[config.mk]
export PLATFORM = sky130hd
export DESIGN_NAME = book_update
export DESIGN_NICKNAME = d
export VERILOG_FILES = /design/src/book_pkg.sv /design/src/book_level_exe.sv /design/src/book_state_ram.sv /design/src/book_update.sv /design/src/book_update_fetch.sv /design/src/book_update_retire.sv
export SDC_FILE = /design/constraint.sdc
export NUM_CORES = 2
export LEC_CHECK = 0
export BUFFER_PORTS_ARGS = -buffer_cell sky130_fd_sc_hd__buf_2
export CORE_MARGIN = 8
export CORE_UTILIZATION = 45
export DETAILED_ROUTE_END_ITERATION = 10
export GPL_TIMING_DRIVEN = 0
export PLACE_DENSITY = 0.66
export SYNTH_ARGS = -nofsm -noshare
export SYNTH_HDL_FRONTEND = slang
export SYNTH_SLANG_ARGS = --single-unit
[constraint.sdc]
create_clock -name clk -period 12.05 [get_ports clk]
set_input_delay 3.0125 -clock clk [delete_from_list [all_inputs] [get_ports clk]]
set_output_delay 3.0125 -clock clk [all_outputs]
set_load 0.005 [all_outputs]
[src/book_pkg.sv]
//====================
// Order book package
// Sizes, vector types and command encoding shared by the update
// pipeline and its state table
//====================

package book_pkg;

  // Table and list sizes
  localparam int PRODUCTS_N  = 16;
  localparam int ENTRIES_N   = 4;
  localparam int KEY_BITS    = 16;
  localparam int VOLUME_BITS = 16;
  localparam int ID_BITS     = $clog2(PRODUCTS_N);

  // Packed list layout, lowest bits first
  // valid lanes, then key lanes, then volume lanes
  localparam int VLD_LSB    = 0;
  localparam int KEY_LSB    = VLD_LSB + ENTRIES_N;
  localparam int VOL_LSB    = KEY_LSB + ENTRIES_N * KEY_BITS;
  localparam int STATE_BITS = VOL_LSB + ENTRIES_N * VOLUME_BITS;

  // Product id, also the table address
  typedef logic [ID_BITS-1:0] id_t;

  // Price key
  typedef logic [KEY_BITS-1:0] key_t;

  // Update size and stored level volume
  typedef logic [VOLUME_BITS-1:0] volume_t;

  // One product's whole price-level list
  typedef logic [STATE_BITS-1:0] state_t;

  // Update commands
  typedef enum logic [1:0] {
    CMD_ADD    = 2'd0,
    CMD_REMOVE = 2'd1,
    CMD_CLEAR  = 2'd2
  } cmd_t;

endpackage

[src/book_level_exe.sv]
//====================
// Price level execute
// Applies add, remove or clear to one sorted list
// and flags a change of level 0
//====================

`timescale 1ns/1ps

module book_level_exe (
    input  book_pkg::cmd_t     i_cmd
  , input  book_pkg::key_t     i_key
  , input  book_pkg::volume_t  i_size
  , input  book_pkg::state_t   i_state
  , output book_pkg::state_t   o_state_nxt
  , output logic               o_notify
  , output book_pkg::key_t     o_lv0_key
  , output book_pkg::volume_t  o_lv0_size
);

  import book_pkg::*;

  logic [ENTRIES_N-1:0] cur_vld;
  key_t                 cur_key [ENTRIES_N];
  volume_t              cur_vol [ENTRIES_N];
  logic [ENTRIES_N-1:0] nxt_vld;
  key_t                 nxt_key [ENTRIES_N];
  volume_t              nxt_vol [ENTRIES_N];
  logic [ENTRIES_N-1:0] hit;
  logic [ENTRIES_N-1:0] below;
  logic [ENTRIES_N-1:0] ins_at;
  logic [ENTRIES_N-1:0] del_pfx;
  volume_t              hit_vol;
  logic                 rm_full;

  // Lane decode and per-lane compares
  always_comb begin
    for (int i = 0; i < ENTRIES_N; i++) begin
      cur_vld[i] = i_state[VLD_LSB + i];
      cur_key[i] = i_state[KEY_LSB + i*KEY_BITS +: KEY_BITS];
      cur_vol[i] = i_state[VOL_LSB + i*VOLUME_BITS +: VOLUME_BITS];
      hit[i]     = cur_vld[i] & (cur_key[i] == i_key);
      below[i]   = cur_vld[i] & (cur_key[i] < i_key);
    end
  end

  // Insertion point is the first lane not below the key,
  // delete mask covers the hit lane and everything above
  always_comb begin
    hit_vol = '0;
    for (int i = 0; i < ENTRIES_N; i++) begin
      if (hit[i]) hit_vol = cur_vol[i];
    end
    rm_full    = (i_size >= hit_vol);
    ins_at[0]  = ~below[0];
    del_pfx[0] = hit[0] & rm_full;
    for (int i = 1; i < ENTRIES_N; i++) begin
      ins_at[i]  = ~below[i] & below[i-1];
      del_pfx[i] = del_pfx[i-1] | (hit[i] & rm_full);
    end
  end

  always_comb begin
    nxt_vld = cur_vld;
    nxt_key = cur_key;
    nxt_vol = cur_vol;
    case (i_cmd)
      CMD_ADD: begin
        if (|hit) begin
          for (int i = 0; i < ENTRIES_N; i++) begin
            if (hit[i]) nxt_vol[i] = cur_vol[i] + i_size;
          end
        end else begin
          // Shift up above the insertion point, top lane falls off
          for (int i = 1; i < ENTRIES_N; i++) begin
            if (~below[i] & ~ins_at[i]) begin
              nxt_vld[i] = cur_vld[i-1];
              nxt_key[i] = cur_key[i-1];
              nxt_vol[i] = cur_vol[i-1];
            end
          end
          for (int i = 0; i < ENTRIES_N; i++) begin
            if (ins_at[i]) begin
              nxt_vld[i] = 1'b1;
              nxt_key[i] = i_key;
              nxt_vol[i] = i_size;
            end
          end
        end
      end
      CMD_REMOVE: begin
        if (|hit & rm_full) begin
          // Shift down over the deleted level
          for (int i = 0; i < ENTRIES_N - 1; i++) begin
            if (del_pfx[i]) begin
              nxt_vld[i] = cur_vld[i+1];
              nxt_key[i] = cur_key[i+1];
              nxt_vol[i] = cur_vol[i+1];
            end
          end
          nxt_vld[ENTRIES_N-1] = 1'b0;
          nxt_key[ENTRIES_N-1] = '0;
          nxt_vol[ENTRIES_N-1] = '0;
        end else begin
          for (int i = 0; i < ENTRIES_N; i++) begin
            if (hit[i]) nxt_vol[i] = cur_vol[i] - i_size;
          end
        end
      end
      CMD_CLEAR: begin
        nxt_vld = '0;
        nxt_key = '{default: '0};
        nxt_vol = '{default: '0};
      end
      default: begin
      end
    endcase
  end

  // Repack
  always_comb begin
    for (int i = 0; i < ENTRIES_N; i++) begin
      o_state_nxt[VLD_LSB + i]                          = nxt_vld[i];
      o_state_nxt[KEY_LSB + i*KEY_BITS +: KEY_BITS]      = nxt_key[i];
      o_state_nxt[VOL_LSB + i*VOLUME_BITS +: VOLUME_BITS] = nxt_vol[i];
    end
  end

  // Level 0 change, empty list reports zeros
  assign o_notify   = (nxt_vld[0] != cur_vld[0]) | (nxt_key[0] != cur_key[0]) |
                      (nxt_vol[0] != cur_vol[0]);
  assign o_lv0_key  = nxt_vld[0] ? nxt_key[0] : '0;
  assign o_lv0_size = nxt_vld[0] ? nxt_vol[0] : '0;

endmodule

[src/book_state_ram.sv]
//====================
// Book state table
// One packed list per product, registered read port,
// write port fed from the pipeline writeback
//====================

`timescale 1ns/1ps

module book_state_ram (
  // Read port
    input  logic              i_ren
  , input  book_pkg::id_t     i_raddr
  , output book_pkg::state_t  o_rdata
  // Write port
  , input  logic              i_wen
  , input  book_pkg::id_t     i_waddr
  , input  book_pkg::state_t  i_wdata
  // Clock and reset
  , input  logic              clk
  , input  logic              rst
);

  import book_pkg::*;

  state_t mem [PRODUCTS_N];

  // Writes, reset empties every list
  always_ff @(posedge clk) begin
    if (rst) begin
      for (int i = 0; i < PRODUCTS_N; i++) begin
        mem[i] <= '0;
      end
    end else if (i_wen) begin
      mem[i_waddr] <= i_wdata;
    end
  end

  // Registered read, same-address write returns old data
  always_ff @(posedge clk) begin
    if (i_ren) begin
      o_rdata <= mem[i_raddr];
    end
  end

endmodule

[src/book_update.sv]
//====================
// Order book update pipeline
// State table, fetch stages and retire stage
//====================

`timescale 1ns/1ps

module book_update (
    input  logic               clk
  , input  logic               rst
  // Update bus
  , input  logic               i_upd_vld
  , input  book_pkg::id_t      i_upd_prod_id
  , input  book_pkg::cmd_t     i_upd_cmd
  , input  book_pkg::key_t     i_upd_key
  , input  book_pkg::volume_t  i_upd_size
  // Notify bus
  , output logic               o_lv0_vld
  , output book_pkg::id_t      o_lv0_prod_id
  , output book_pkg::key_t     o_lv0_key
  , output book_pkg::volume_t  o_lv0_size
);

  import book_pkg::*;

  // Table read
  logic    ram_ren;
  id_t     ram_raddr;
  state_t  ram_rdata;

  // S3 contents and execute result
  logic    s3_vld;
  id_t     s3_prod_id;
  cmd_t    s3_cmd;
  key_t    s3_key;
  volume_t s3_size;
  state_t  s3_state;
  state_t  s3_state_nxt;

  // Writeback, also the table write port
  logic    wrbk_vld;
  id_t     wrbk_prod_id;
  state_t  wrbk_state;

  book_state_ram u_book_state_ram (
      .i_ren   (ram_ren)
    , .i_raddr (ram_raddr)
    , .o_rdata (ram_rdata)
    , .i_wen   (wrbk_vld)
    , .i_waddr (wrbk_prod_id)
    , .i_wdata (wrbk_state)
    , .clk     (clk)
    , .rst     (rst)
  );

  book_update_fetch u_book_update_fetch (
      .i_upd_vld      (i_upd_vld)
    , .i_upd_prod_id  (i_upd_prod_id)
    , .i_upd_cmd      (i_upd_cmd)
    , .i_upd_key      (i_upd_key)
    , .i_upd_size     (i_upd_size)
    , .o_state_ren    (ram_ren)
    , .o_state_raddr  (ram_raddr)
    , .i_state_rdata  (ram_rdata)
    , .i_wrbk_vld     (wrbk_vld)
    , .i_wrbk_prod_id (wrbk_prod_id)
    , .i_wrbk_state   (wrbk_state)
    , .i_s3_vld       (s3_vld)
    , .i_s3_prod_id   (s3_prod_id)
    , .i_s3_state_nxt (s3_state_nxt)
    , .o_s3_vld       (s3_vld)
    , .o_s3_prod_id   (s3_prod_id)
    , .o_s3_cmd       (s3_cmd)
    , .o_s3_key       (s3_key)
    , .o_s3_size      (s3_size)
    , .o_s3_state     (s3_state)
    , .clk            (clk)
    , .rst            (rst)
  );

  book_update_retire u_book_update_retire (
      .i_s3_vld       (s3_vld)
    , .i_s3_prod_id   (s3_prod_id)
    , .i_s3_cmd       (s3_cmd)
    , .i_s3_key       (s3_key)
    , .i_s3_size      (s3_size)
    , .i_s3_state     (s3_state)
    , .o_s3_state_nxt (s3_state_nxt)
    , .o_wrbk_vld     (wrbk_vld)
    , .o_wrbk_prod_id (wrbk_prod_id)
    , .o_wrbk_state   (wrbk_state)
    , .o_lv0_vld      (o_lv0_vld)
    , .o_lv0_prod_id  (o_lv0_prod_id)
    , .o_lv0_key      (o_lv0_key)
    , .o_lv0_size     (o_lv0_size)
    , .clk            (clk)
    , .rst            (rst)
  );

endmodule

[src/book_update_fetch.sv]
//====================
// Update fetch stages
// S1 issues the table read, S2 picks the freshest state
// from the execute stage, writeback, S1 capture or table
//====================

`timescale 1ns/1ps

module book_update_fetch (
  // Update bus
    input  logic                 i_upd_vld
  , input  book_pkg::id_t        i_upd_prod_id
  , input  book_pkg::cmd_t       i_upd_cmd
  , input  book_pkg::key_t       i_upd_key
  , input  book_pkg::volume_t    i_upd_size
  // Table read
  , output logic                 o_state_ren
  , output book_pkg::id_t        o_state_raddr
  , input  book_pkg::state_t     i_state_rdata
  // Forwarding sources
  , input  logic                 i_wrbk_vld
  , input  book_pkg::id_t        i_wrbk_prod_id
  , input  book_pkg::state_t     i_wrbk_state
  , input  logic                 i_s3_vld
  , input  book_pkg::id_t        i_s3_prod_id
  , input  book_pkg::state_t     i_s3_state_nxt
  // Into execute
  , output logic                 o_s3_vld
  , output book_pkg::id_t        o_s3_prod_id
  , output book_pkg::cmd_t       o_s3_cmd
  , output book_pkg::key_t       o_s3_key
  , output book_pkg::volume_t    o_s3_size
  , output book_pkg::state_t     o_s3_state
  // Clock and reset
  , input  logic                 clk
  , input  logic                 rst
);

  import book_pkg::*;

  // S1
  logic    s1_vld_r;
  id_t     s1_prod_id_r;
  cmd_t    s1_cmd_r;
  key_t    s1_key_r;
  volume_t s1_size_r;
  logic    s1_wrbk_hit;

  // S2
  logic    s2_vld_r;
  id_t     s2_prod_id_r;
  cmd_t    s2_cmd_r;
  key_t    s2_key_r;
  volume_t s2_size_r;
  logic    s2_cap_vld_r;
  state_t  s2_cap_state_r;
  logic    s2_s3_hit;
  logic    s2_wrbk_hit;
  state_t  s2_state_sel;

  // S3
  logic    s3_vld_r;
  id_t     s3_prod_id_r;
  cmd_t    s3_cmd_r;
  key_t    s3_key_r;
  volume_t s3_size_r;
  state_t  s3_state_r;

  always_ff @(posedge clk) begin
    if (rst) begin
      s1_vld_r <= 1'b0;
      s2_vld_r <= 1'b0;
      s3_vld_r <= 1'b0;
    end else begin
      s1_vld_r <= i_upd_vld;
      s2_vld_r <= s1_vld_r;
      s3_vld_r <= s2_vld_r;
    end
  end

  // S1 capture of the update
  always_ff @(posedge clk) begin
    if (i_upd_vld) begin
      s1_prod_id_r <= i_upd_prod_id;
      s1_cmd_r     <= i_upd_cmd;
      s1_key_r     <= i_upd_key;
      s1_size_r    <= i_upd_size;
    end
  end

  // Pending write to the same product lands with the read,
  // so take the writeback state and skip the read
  assign s1_wrbk_hit   = s1_vld_r & i_wrbk_vld & (i_wrbk_prod_id == s1_prod_id_r);
  assign o_state_ren   = s1_vld_r & ~s1_wrbk_hit;
  assign o_state_raddr = s1_prod_id_r;

  always_ff @(posedge clk) begin
    if (s1_vld_r) begin
      s2_prod_id_r   <= s1_prod_id_r;
      s2_cmd_r       <= s1_cmd_r;
      s2_key_r       <= s1_key_r;
      s2_size_r      <= s1_size_r;
      s2_cap_vld_r   <= s1_wrbk_hit;
      s2_cap_state_r <= i_wrbk_state;
    end
  end

  // Newest copy wins
  assign s2_s3_hit   = i_s3_vld & (i_s3_prod_id == s2_prod_id_r);
  assign s2_wrbk_hit = i_wrbk_vld & (i_wrbk_prod_id == s2_prod_id_r);

  always_comb begin
    if (s2_s3_hit) begin
      s2_state_sel = i_s3_state_nxt;
    end else if (s2_wrbk_hit) begin
      s2_state_sel = i_wrbk_state;
    end else if (s2_cap_vld_r) begin
      s2_state_sel = s2_cap_state_r;
    end else begin
      // Table data arrives last in the cone
      s2_state_sel = i_state_rdata;
    end
  end

  always_ff @(posedge clk) begin
    if (s2_vld_r) begin
      s3_prod_id_r <= s2_prod_id_r;
      s3_cmd_r     <= s2_cmd_r;
      s3_key_r     <= s2_key_r;
      s3_size_r    <= s2_size_r;
      s3_state_r   <= s2_state_sel;
    end
  end

  assign o_s3_vld     = s3_vld_r;
  assign o_s3_prod_id = s3_prod_id_r;
  assign o_s3_cmd     = s3_cmd_r;
  assign o_s3_key     = s3_key_r;
  assign o_s3_size    = s3_size_r;
  assign o_s3_state   = s3_state_r;

endmodule

[src/book_update_retire.sv]
//====================
// Update retire stage
// Executes the S3 update, then registers the writeback
// and the level 0 notify
//====================

`timescale 1ns/1ps

module book_update_retire (
  // From fetch
    input  logic                 i_s3_vld
  , input  book_pkg::id_t        i_s3_prod_id
  , input  book_pkg::cmd_t       i_s3_cmd
  , input  book_pkg::key_t       i_s3_key
  , input  book_pkg::volume_t    i_s3_size
  , input  book_pkg::state_t     i_s3_state
  // Execute result, forwarded back to S2
  , output book_pkg::state_t     o_s3_state_nxt
  // Writeback, to table and forwarding
  , output logic                 o_wrbk_vld
  , output book_pkg::id_t        o_wrbk_prod_id
  , output book_pkg::state_t     o_wrbk_state
  // Notify bus
  , output logic                 o_lv0_vld
  , output book_pkg::id_t        o_lv0_prod_id
  , output book_pkg::key_t       o_lv0_key
  , output book_pkg::volume_t    o_lv0_size
  // Clock and reset
  , input  logic                 clk
  , input  logic                 rst
);

  import book_pkg::*;

  state_t  exe_state_nxt;
  logic    exe_notify;
  key_t    exe_lv0_key;
  volume_t exe_lv0_size;
  logic    lv0_load;

  book_level_exe u_book_level_exe (
      .i_cmd       (i_s3_cmd)
    , .i_key       (i_s3_key)
    , .i_size      (i_s3_size)
    , .i_state     (i_s3_state)
    , .o_state_nxt (exe_state_nxt)
    , .o_notify    (exe_notify)
    , .o_lv0_key   (exe_lv0_key)
    , .o_lv0_size  (exe_lv0_size)
  );

  assign o_s3_state_nxt = exe_state_nxt;

  // Notify only for valid updates that moved level 0
  assign lv0_load = i_s3_vld & exe_notify;

  always_ff @(posedge clk) begin
    if (rst) begin
      o_wrbk_vld <= 1'b0;
      o_lv0_vld  <= 1'b0;
    end else begin
      o_wrbk_vld <= i_s3_vld;
      o_lv0_vld  <= lv0_load;
    end
  end

  // Every valid update writes back, even if unchanged
  always_ff @(posedge clk) begin
    if (i_s3_vld) begin
      o_wrbk_prod_id <= i_s3_prod_id;
      o_wrbk_state   <= exe_state_nxt;
    end
  end

  always_ff @(posedge clk) begin
    if (lv0_load) begin
      o_lv0_prod_id <= i_s3_prod_id;
      o_lv0_key     <= exe_lv0_key;
      o_lv0_size    <= exe_lv0_size;
    end
  end

endmodule

# Word level (Yosys, flattened, before mapping)
# Memories as Yosys holds them, arrays and structs flattened. A register that Yosys moved wholly into a read port is not among the register bits.
# Index checks and enable logic that the tools add are counted.
# totals
regBits	556
mem_bits_rw	2112
in_bits	41
output_inout_bits	37
wordCells	151
memories	1
# mem_list
memory	words	word_bits	rd	rd_clocked_by_memory_dff	wr	line	rtl
u_book_state_ram.mem	16	132	1	1	16	book_state_ram.sv:25	state_t mem [PRODUCTS_N];
# op_classes
add_sub_neg	8
n_lt_le_gt_ge	5
n_eq_ne	12
n_mux	62
bitwise_logic	35
n_reduce_logical	3
# op_table
operator	count
132-bit two-way mux	4
16-bit two-way mux	32
64-bit case mux with 3 select lines	2
64-bit two-way mux	4
132-bit OR reduction	1
16-bit adder	4
16-bit == test	4
16-bit < comparator	4
16-bit subtractor	4
16-bit != test	2
1-bit bitwise AND	24
16-bit greater-or-equal comparator	1
1-bit two-way mux	16
4-bit == test	3
4-bit two-way mux	3
4-bit case mux with 3 select lines	1
1-bit inverter	7
1-bit bitwise OR	4
4-bit OR reduction	1
2-bit by 1-bit == test with 1-bit output, second input constant	1
2-bit == test, second input constant	1
2-bit zero test	1
1-bit != test	1

# Longest topological paths before layout
# depth
word_depth	17
mapped_depth	31
ltp_nobuf	23

# Cells and area by module
# From an unflattened synthesis, not the netlist that was laid out.
# unflattened
hier_cells	9752
hier_area_um2	135980.4
# by_module_without_submodules
mod	n_inst	cells_each	area_per_inst_um2	seq_area_each_um2
book_state_ram	1	5967	98326.8	67384.6
book_update_fetch	1	1215	17618.1	11441.0
book_level_exe	1	2393	14809.2	0.0
book_update_retire	1	177	5226.3	5205.0

# Least setup slack after synthesis
# No wires, ideal clock.
# synth_path
path_kind	register -> register
startpoint	register u_book_update_fetch.s1_vld_r
endpoint	register u_book_state_ram.o_rdata[0] (read register of u_book_state_ram.mem), enable pin
t_arrival_ns	10.028
required_ns	11.424
setup_slack_ns	1.396
stages_incl_launch_ff	3
path_buffers	0
synth_period_minus_slack_ns	10.654
path_cell_list	dfxtp_1 -> inv_1 -> nor2_1
# synth_between
elab_chain_cells	4
# synth_rtl
item	line	rtl
from (decl)	book_update_fetch.sv:42	logic s1_vld_r;
from (signal assigned)	book_update_fetch.sv:75	s1_vld_r <= i_upd_vld;
1-bit bitwise AND (2 in a row)	book_update_fetch.sv:93	assign s1_wrbk_hit = s1_vld_r & i_wrbk_vld & (i_wrbk_prod_id == s1_prod_id_r);
1-bit inverter	book_update_fetch.sv:94	assign o_state_ren = s1_vld_r & ~s1_wrbk_hit;
1-bit bitwise AND *	book_update_fetch.sv:94	
via ram_ren	book_update.sv:27	logic ram_ren;
to (decl)	book_state_ram.sv:13	, output book_pkg::state_t o_rdata
# The timed path passes the listed nets; every way through them passes the cells marked *.
# A chain may end at the register's enable or synchronous reset.

# Worst setup path in the final report
# layout_path
startpoint	register u_book_update_fetch.s3_key_r[4] (netlist: u_book_update_fetch.o_s3_key[4])
endpoint	register u_book_update_retire.o_lv0_key[12], enable pin
# layout_between
elab_chain_cells	15
word_cells_on_any_way	41
cone_classes	order compare (2); eq/ne (7); mux (21); bitwise (10); reduce/logical (1)
# layout_rtl
item	line	rtl
from (decl)	book_update_fetch.sv:65	key_t s3_key_r;
from (signal assigned)	book_update_fetch.sv:129	s3_key_r <= s2_key_r;
16-bit == test	book_level_exe.sv:41	hit[i] = cur_vld[i] & (cur_key[i] == i_key);
1-bit bitwise AND	book_level_exe.sv:41	
16-bit two-way mux (4 in a row)	book_level_exe.sv:51	if (hit[i]) hit_vol = cur_vol[i];
16-bit greater-or-equal comparator	book_level_exe.sv:53	rm_full = (i_size >= hit_vol);
1-bit bitwise AND	book_level_exe.sv:55	del_pfx[0] = hit[0] & rm_full;
16-bit two-way mux or 1-bit two-way mux (tied branches)	book_level_exe.sv:94	if (del_pfx[i]) begin
64-bit two-way mux or 4-bit two-way mux (tied branches)	book_level_exe.sv:91	if (|hit & rm_full) begin
64-bit case mux with 3 select lines or 4-bit case mux with 3 select lines (tied branches)	book_level_exe.sv:66	case (i_cmd)
16-bit != test or 1-bit != test (tied branches)	book_level_exe.sv:129	assign o_notify = (nxt_vld[0] != cur_vld[0]) | (nxt_key[0] != cur_key[0]) |
1-bit bitwise OR	book_level_exe.sv:129	
1-bit bitwise OR *	book_level_exe.sv:129	
1-bit bitwise AND *	book_update_retire.sv:55	assign lv0_load = i_s3_vld & exe_notify;
via u_book_update_retire.lv0_load	book_update_retire.sv:39	logic lv0_load;
to (signal assigned)	book_update_retire.sv:78	o_lv0_key <= exe_lv0_key;
to (decl)	book_update_retire.sv:26	, output book_pkg::key_t o_lv0_key
# Marked as above.

==> summary.txt <==
number of global-route vias before repair = 84620
Tot Pwr = 0.02220 W
Final period util = 0.9628
CP Capture Type = flop
share of post-route cells with drive strength above 1 = 0.1352
all-layer global routing usage = 0.3035
Max IR drop VDD = 0.00009969 V
Final setup viols = 0
simple-gate share of the synthesized area = 0.1368
Port Buffer Count = 77
Worst EP required = 12680 ps
Hold WS = 412.7 ps
EDFF count, synth = 2795
die width = 561.2 microns
Vias = 86320
first-pass GRT wire length = 672.7 mm
crit-path max FO = 14
syn_nets = 9584
Final ANT Viol Nets = 0
Synth-to-Final Area Change = 12.85%
clk_lat worst skew = 940 ps
mux share of post-synthesis cell area = 0.1259
Synth Area in Compound Gates = 0.05711
hold_buf cts = 0
H-tree levels = 5
CTS Root Cell = clkbuf_16
HP Class = flop to flop
Post-CTS Setup Inserts = 0
IO Pins = 78
Die ar. = 0.3149 sq mm
total CTS buffers = 298
Syn Inst Count = 9335
clock transition at the registers of the reported paths = 60 ps
Syn Area/Cell = 14.33 sq um
Die H = 561.2 microns
core area = 0.2963 sq mm
MaxCap Viol Count = 3
Post-Synth XOR/XNOR Area = 0.006679
Mapped Area = 0.1338 sq mm
final worst path period need = 11600 ps
Most used DFF post-synth = edfxtp_1
Site Rows = 200
fmax = 86.19 MHz
main combinational cell family by area after synthesis = simple AND/OR/NAND/NOR gates
Worst EP arrival = 12230 ps
clock sink total = 2800
RSZ-0062 raised after global routing = no
TritonCTS clock tree = done
Avg WL per Cell = 35.07 microns
type of origin of the critical path = flop
clock skew = 71.61 ps
largest net degree at the start of global routing = 67
YS warnings = 0
Slew Limit Fails = 30
GP Congestion = 1.041
synth unique cells = 85
HPWL after detailed placement = 358.6 mm
Power Dens Cells = 147.1 mW/mm^2
DR iter-0 viols = 12340
WL final = 490.9 mm
drt first pass iters = 8
initial core utilization = 0.4514
fill count = 24660
GRT overflow = 0
Synth async-reset ratio = 0
Worst Tran Pin Value = 1606 ps
Seq/Total Area, Yosys = 0.6282
PostCTS Resize Cnt = 0
Hold Fails Final Rpt = 0
Final nets = 10050
status = finished, violations left
Via density = 6.167
post-synthesis adder-cell area fraction = 0.01991
CTS max path bufs = 4
Pleak = 54.36 nW
violated checks = capacitance limit, slew limit
Seq cells post-synth = 2800
antenna violations before repair = 44
# DRC = 0
critical setup path kind = flop to flop
Slew HR = -0.07430
## worst paths after layout
path	from	to	slack [ps]	cells past startpoint
setup / recovery	u_book_update_fetch.o_s3_key[4]	u_book_update_retire.o_lv0_key[12]	450	27
hold / removal	u_book_update_fetch.s1_key_r[7]	u_book_update_fetch.s2_key_r[7]	410	0
setup reg to reg	u_book_update_fetch.o_s3_key[4]	u_book_update_retire.o_lv0_key[12]	450	27
hold reg to reg	u_book_update_fetch.s1_key_r[7]	u_book_update_fetch.s2_key_r[7]	410	0
## layout make-up
cell class / instances / area (sq um) / share of cell area
flip-flops and latches: 2800 / 84040 / 0.5568
multi-input cells: 5635 / 46510 / 0.3081
clock buffers: 367 / 7823 / 0.05182
well taps: 3939 / 4928 / 0.03265
plain buffers: 752 / 2893 / 0.01916
repair buffers: 169 / 2546 / 0.01687
clock inverters: 164 / 1589 / 0.01053
inverters: 148 / 555.5 / 0.003680
diodes: 24 / 60.06 / 0.0003979
## logic make-up (layout without fill, tap and decap cells)
logic type / count (synthesis) / after routing
compound gates: 1224 / 1224
flops: 2800 / 2800
mux: 868 / 868
xor+xnor: 102 / 102
simple gates: 3233 / 3233
other cells: 0 / 24
buf+inv: 900 / 1600
fa+ha+maj: 208 / 208
## report_power, final
part / switching (W) / leakage (nW) / total (W) / internal [W]
clock: 0.00392 / 4.60 / 0.00905 / 0.00512
sequential: 0.000202 / 28.2 / 0.0113 / 0.0111
combinational: 0.00118 / 21.5 / 0.00188 / 0.000698
## routing by layer
| metal | GRT usage | vias to the layer above | share of wire |
|---|---|---|---|
| li1 | - | 35800 | - |
| met1 | 0.4251 | 44590 | 0.41 |
| met2 | 0.4556 | 4998 | 0.44 |
| met3 | 0.07363 | 922 | 0.11 |
| met4 | 0.1268 | 18 | 0.050 |
| met5 | 0 | - | 0.00025 |
## registers in the layout, indices dropped and copies added (netlist names), 132 cells and up
register and count:
u_book_state_ram.mem 2112, u_book_state_ram.o_rdata 132, u_book_update_fetch.o_s3_state 132, u_book_update_fetch.s2_cap_state_r 132, u_book_update_retire.o_wrbk_state 132
## worst max-delay path: stages, from the launching register on
cell       delay, ps
edfxtp_1         750
inv_1            350
ha_1             380
nand4_1          290
nor2b_4          210
and4_4           230
buf_6            190
clkbuf_1         770
buf_1            670
clkbuf_1         420
nand3_1          220
a21oi_1          250
a21oi_1           70
o21ai_0          390
ha_1             310
nand2b_4         150
a2111oi_4        440
nor4b_1          200
nor3_1           580
buf_2            450
buf_1            860
mux2i_1         1030
o32ai_1          300
nor4b_2          350
nand3_1          130
nor4_2           520
a41oi_4          450
buf_16           320
## synthesized netlist by cell type (90+ instances only)
cell | n | area, sq um
mux4_2 | 650 | 14640
a21oi_1 | 296 | 1481
nor2_1 | 336 | 1261
a211oi_1 | 90 | 675.7
o21ai_0 | 384 | 1922
inv_1 | 148 | 555.5
clkbuf_1 | 664 | 2492
mux2i_1 | 208 | 2082
ha_1 | 200 | 2502
and2_1 | 2130 | 13330
nand2_1 | 427 | 1603
edfxtp_1 | 2795 | 83930
## cells in the final DEF, fill, tap and decap left out, types with 27 or more instances in the layout
cell type     n
inv_1       148
mux2i_1     208
nor2b_1      43
nor3_1       59
a21o_1       79
a21oi_1     294
clkbuf_2     28
nand2b_1     31
buf_2        92
buf_16       58
xnor2_1      75
mux4_2      650
ha_1        200
o22ai_1      39
clkbuf_1    701
and2_1     2130
nor2_1      322
clkinv_2     49
o21ai_0     384
edfxtp_1   2795
o211ai_1     58
clkinv_1     58
a31oi_1      51
nand3_1      75
a211oi_1     90
nand2_1     427
xor2_1       27
buf_1        69
clkbuf_16   303
## metrics by stage
step           instance area, sq um  utilization  setup WS [ps]  cells  setup TNS (ps)
2_1_floorplan                133800            -           1396   9335               0
3_3_place_gp                 139100       0.4694          -5506  13350         -856070
3_5_place_dp                 141500       0.4775          889.4  13440               0
4_1_cts                      150900       0.5092          888.5  13970               0
5_1_grt                      150900       0.5093          580.0  13980               0
6_report                     150900       0.5095          448.0  14000               0
Note: power is estimated with default switching activity, not from simulation.
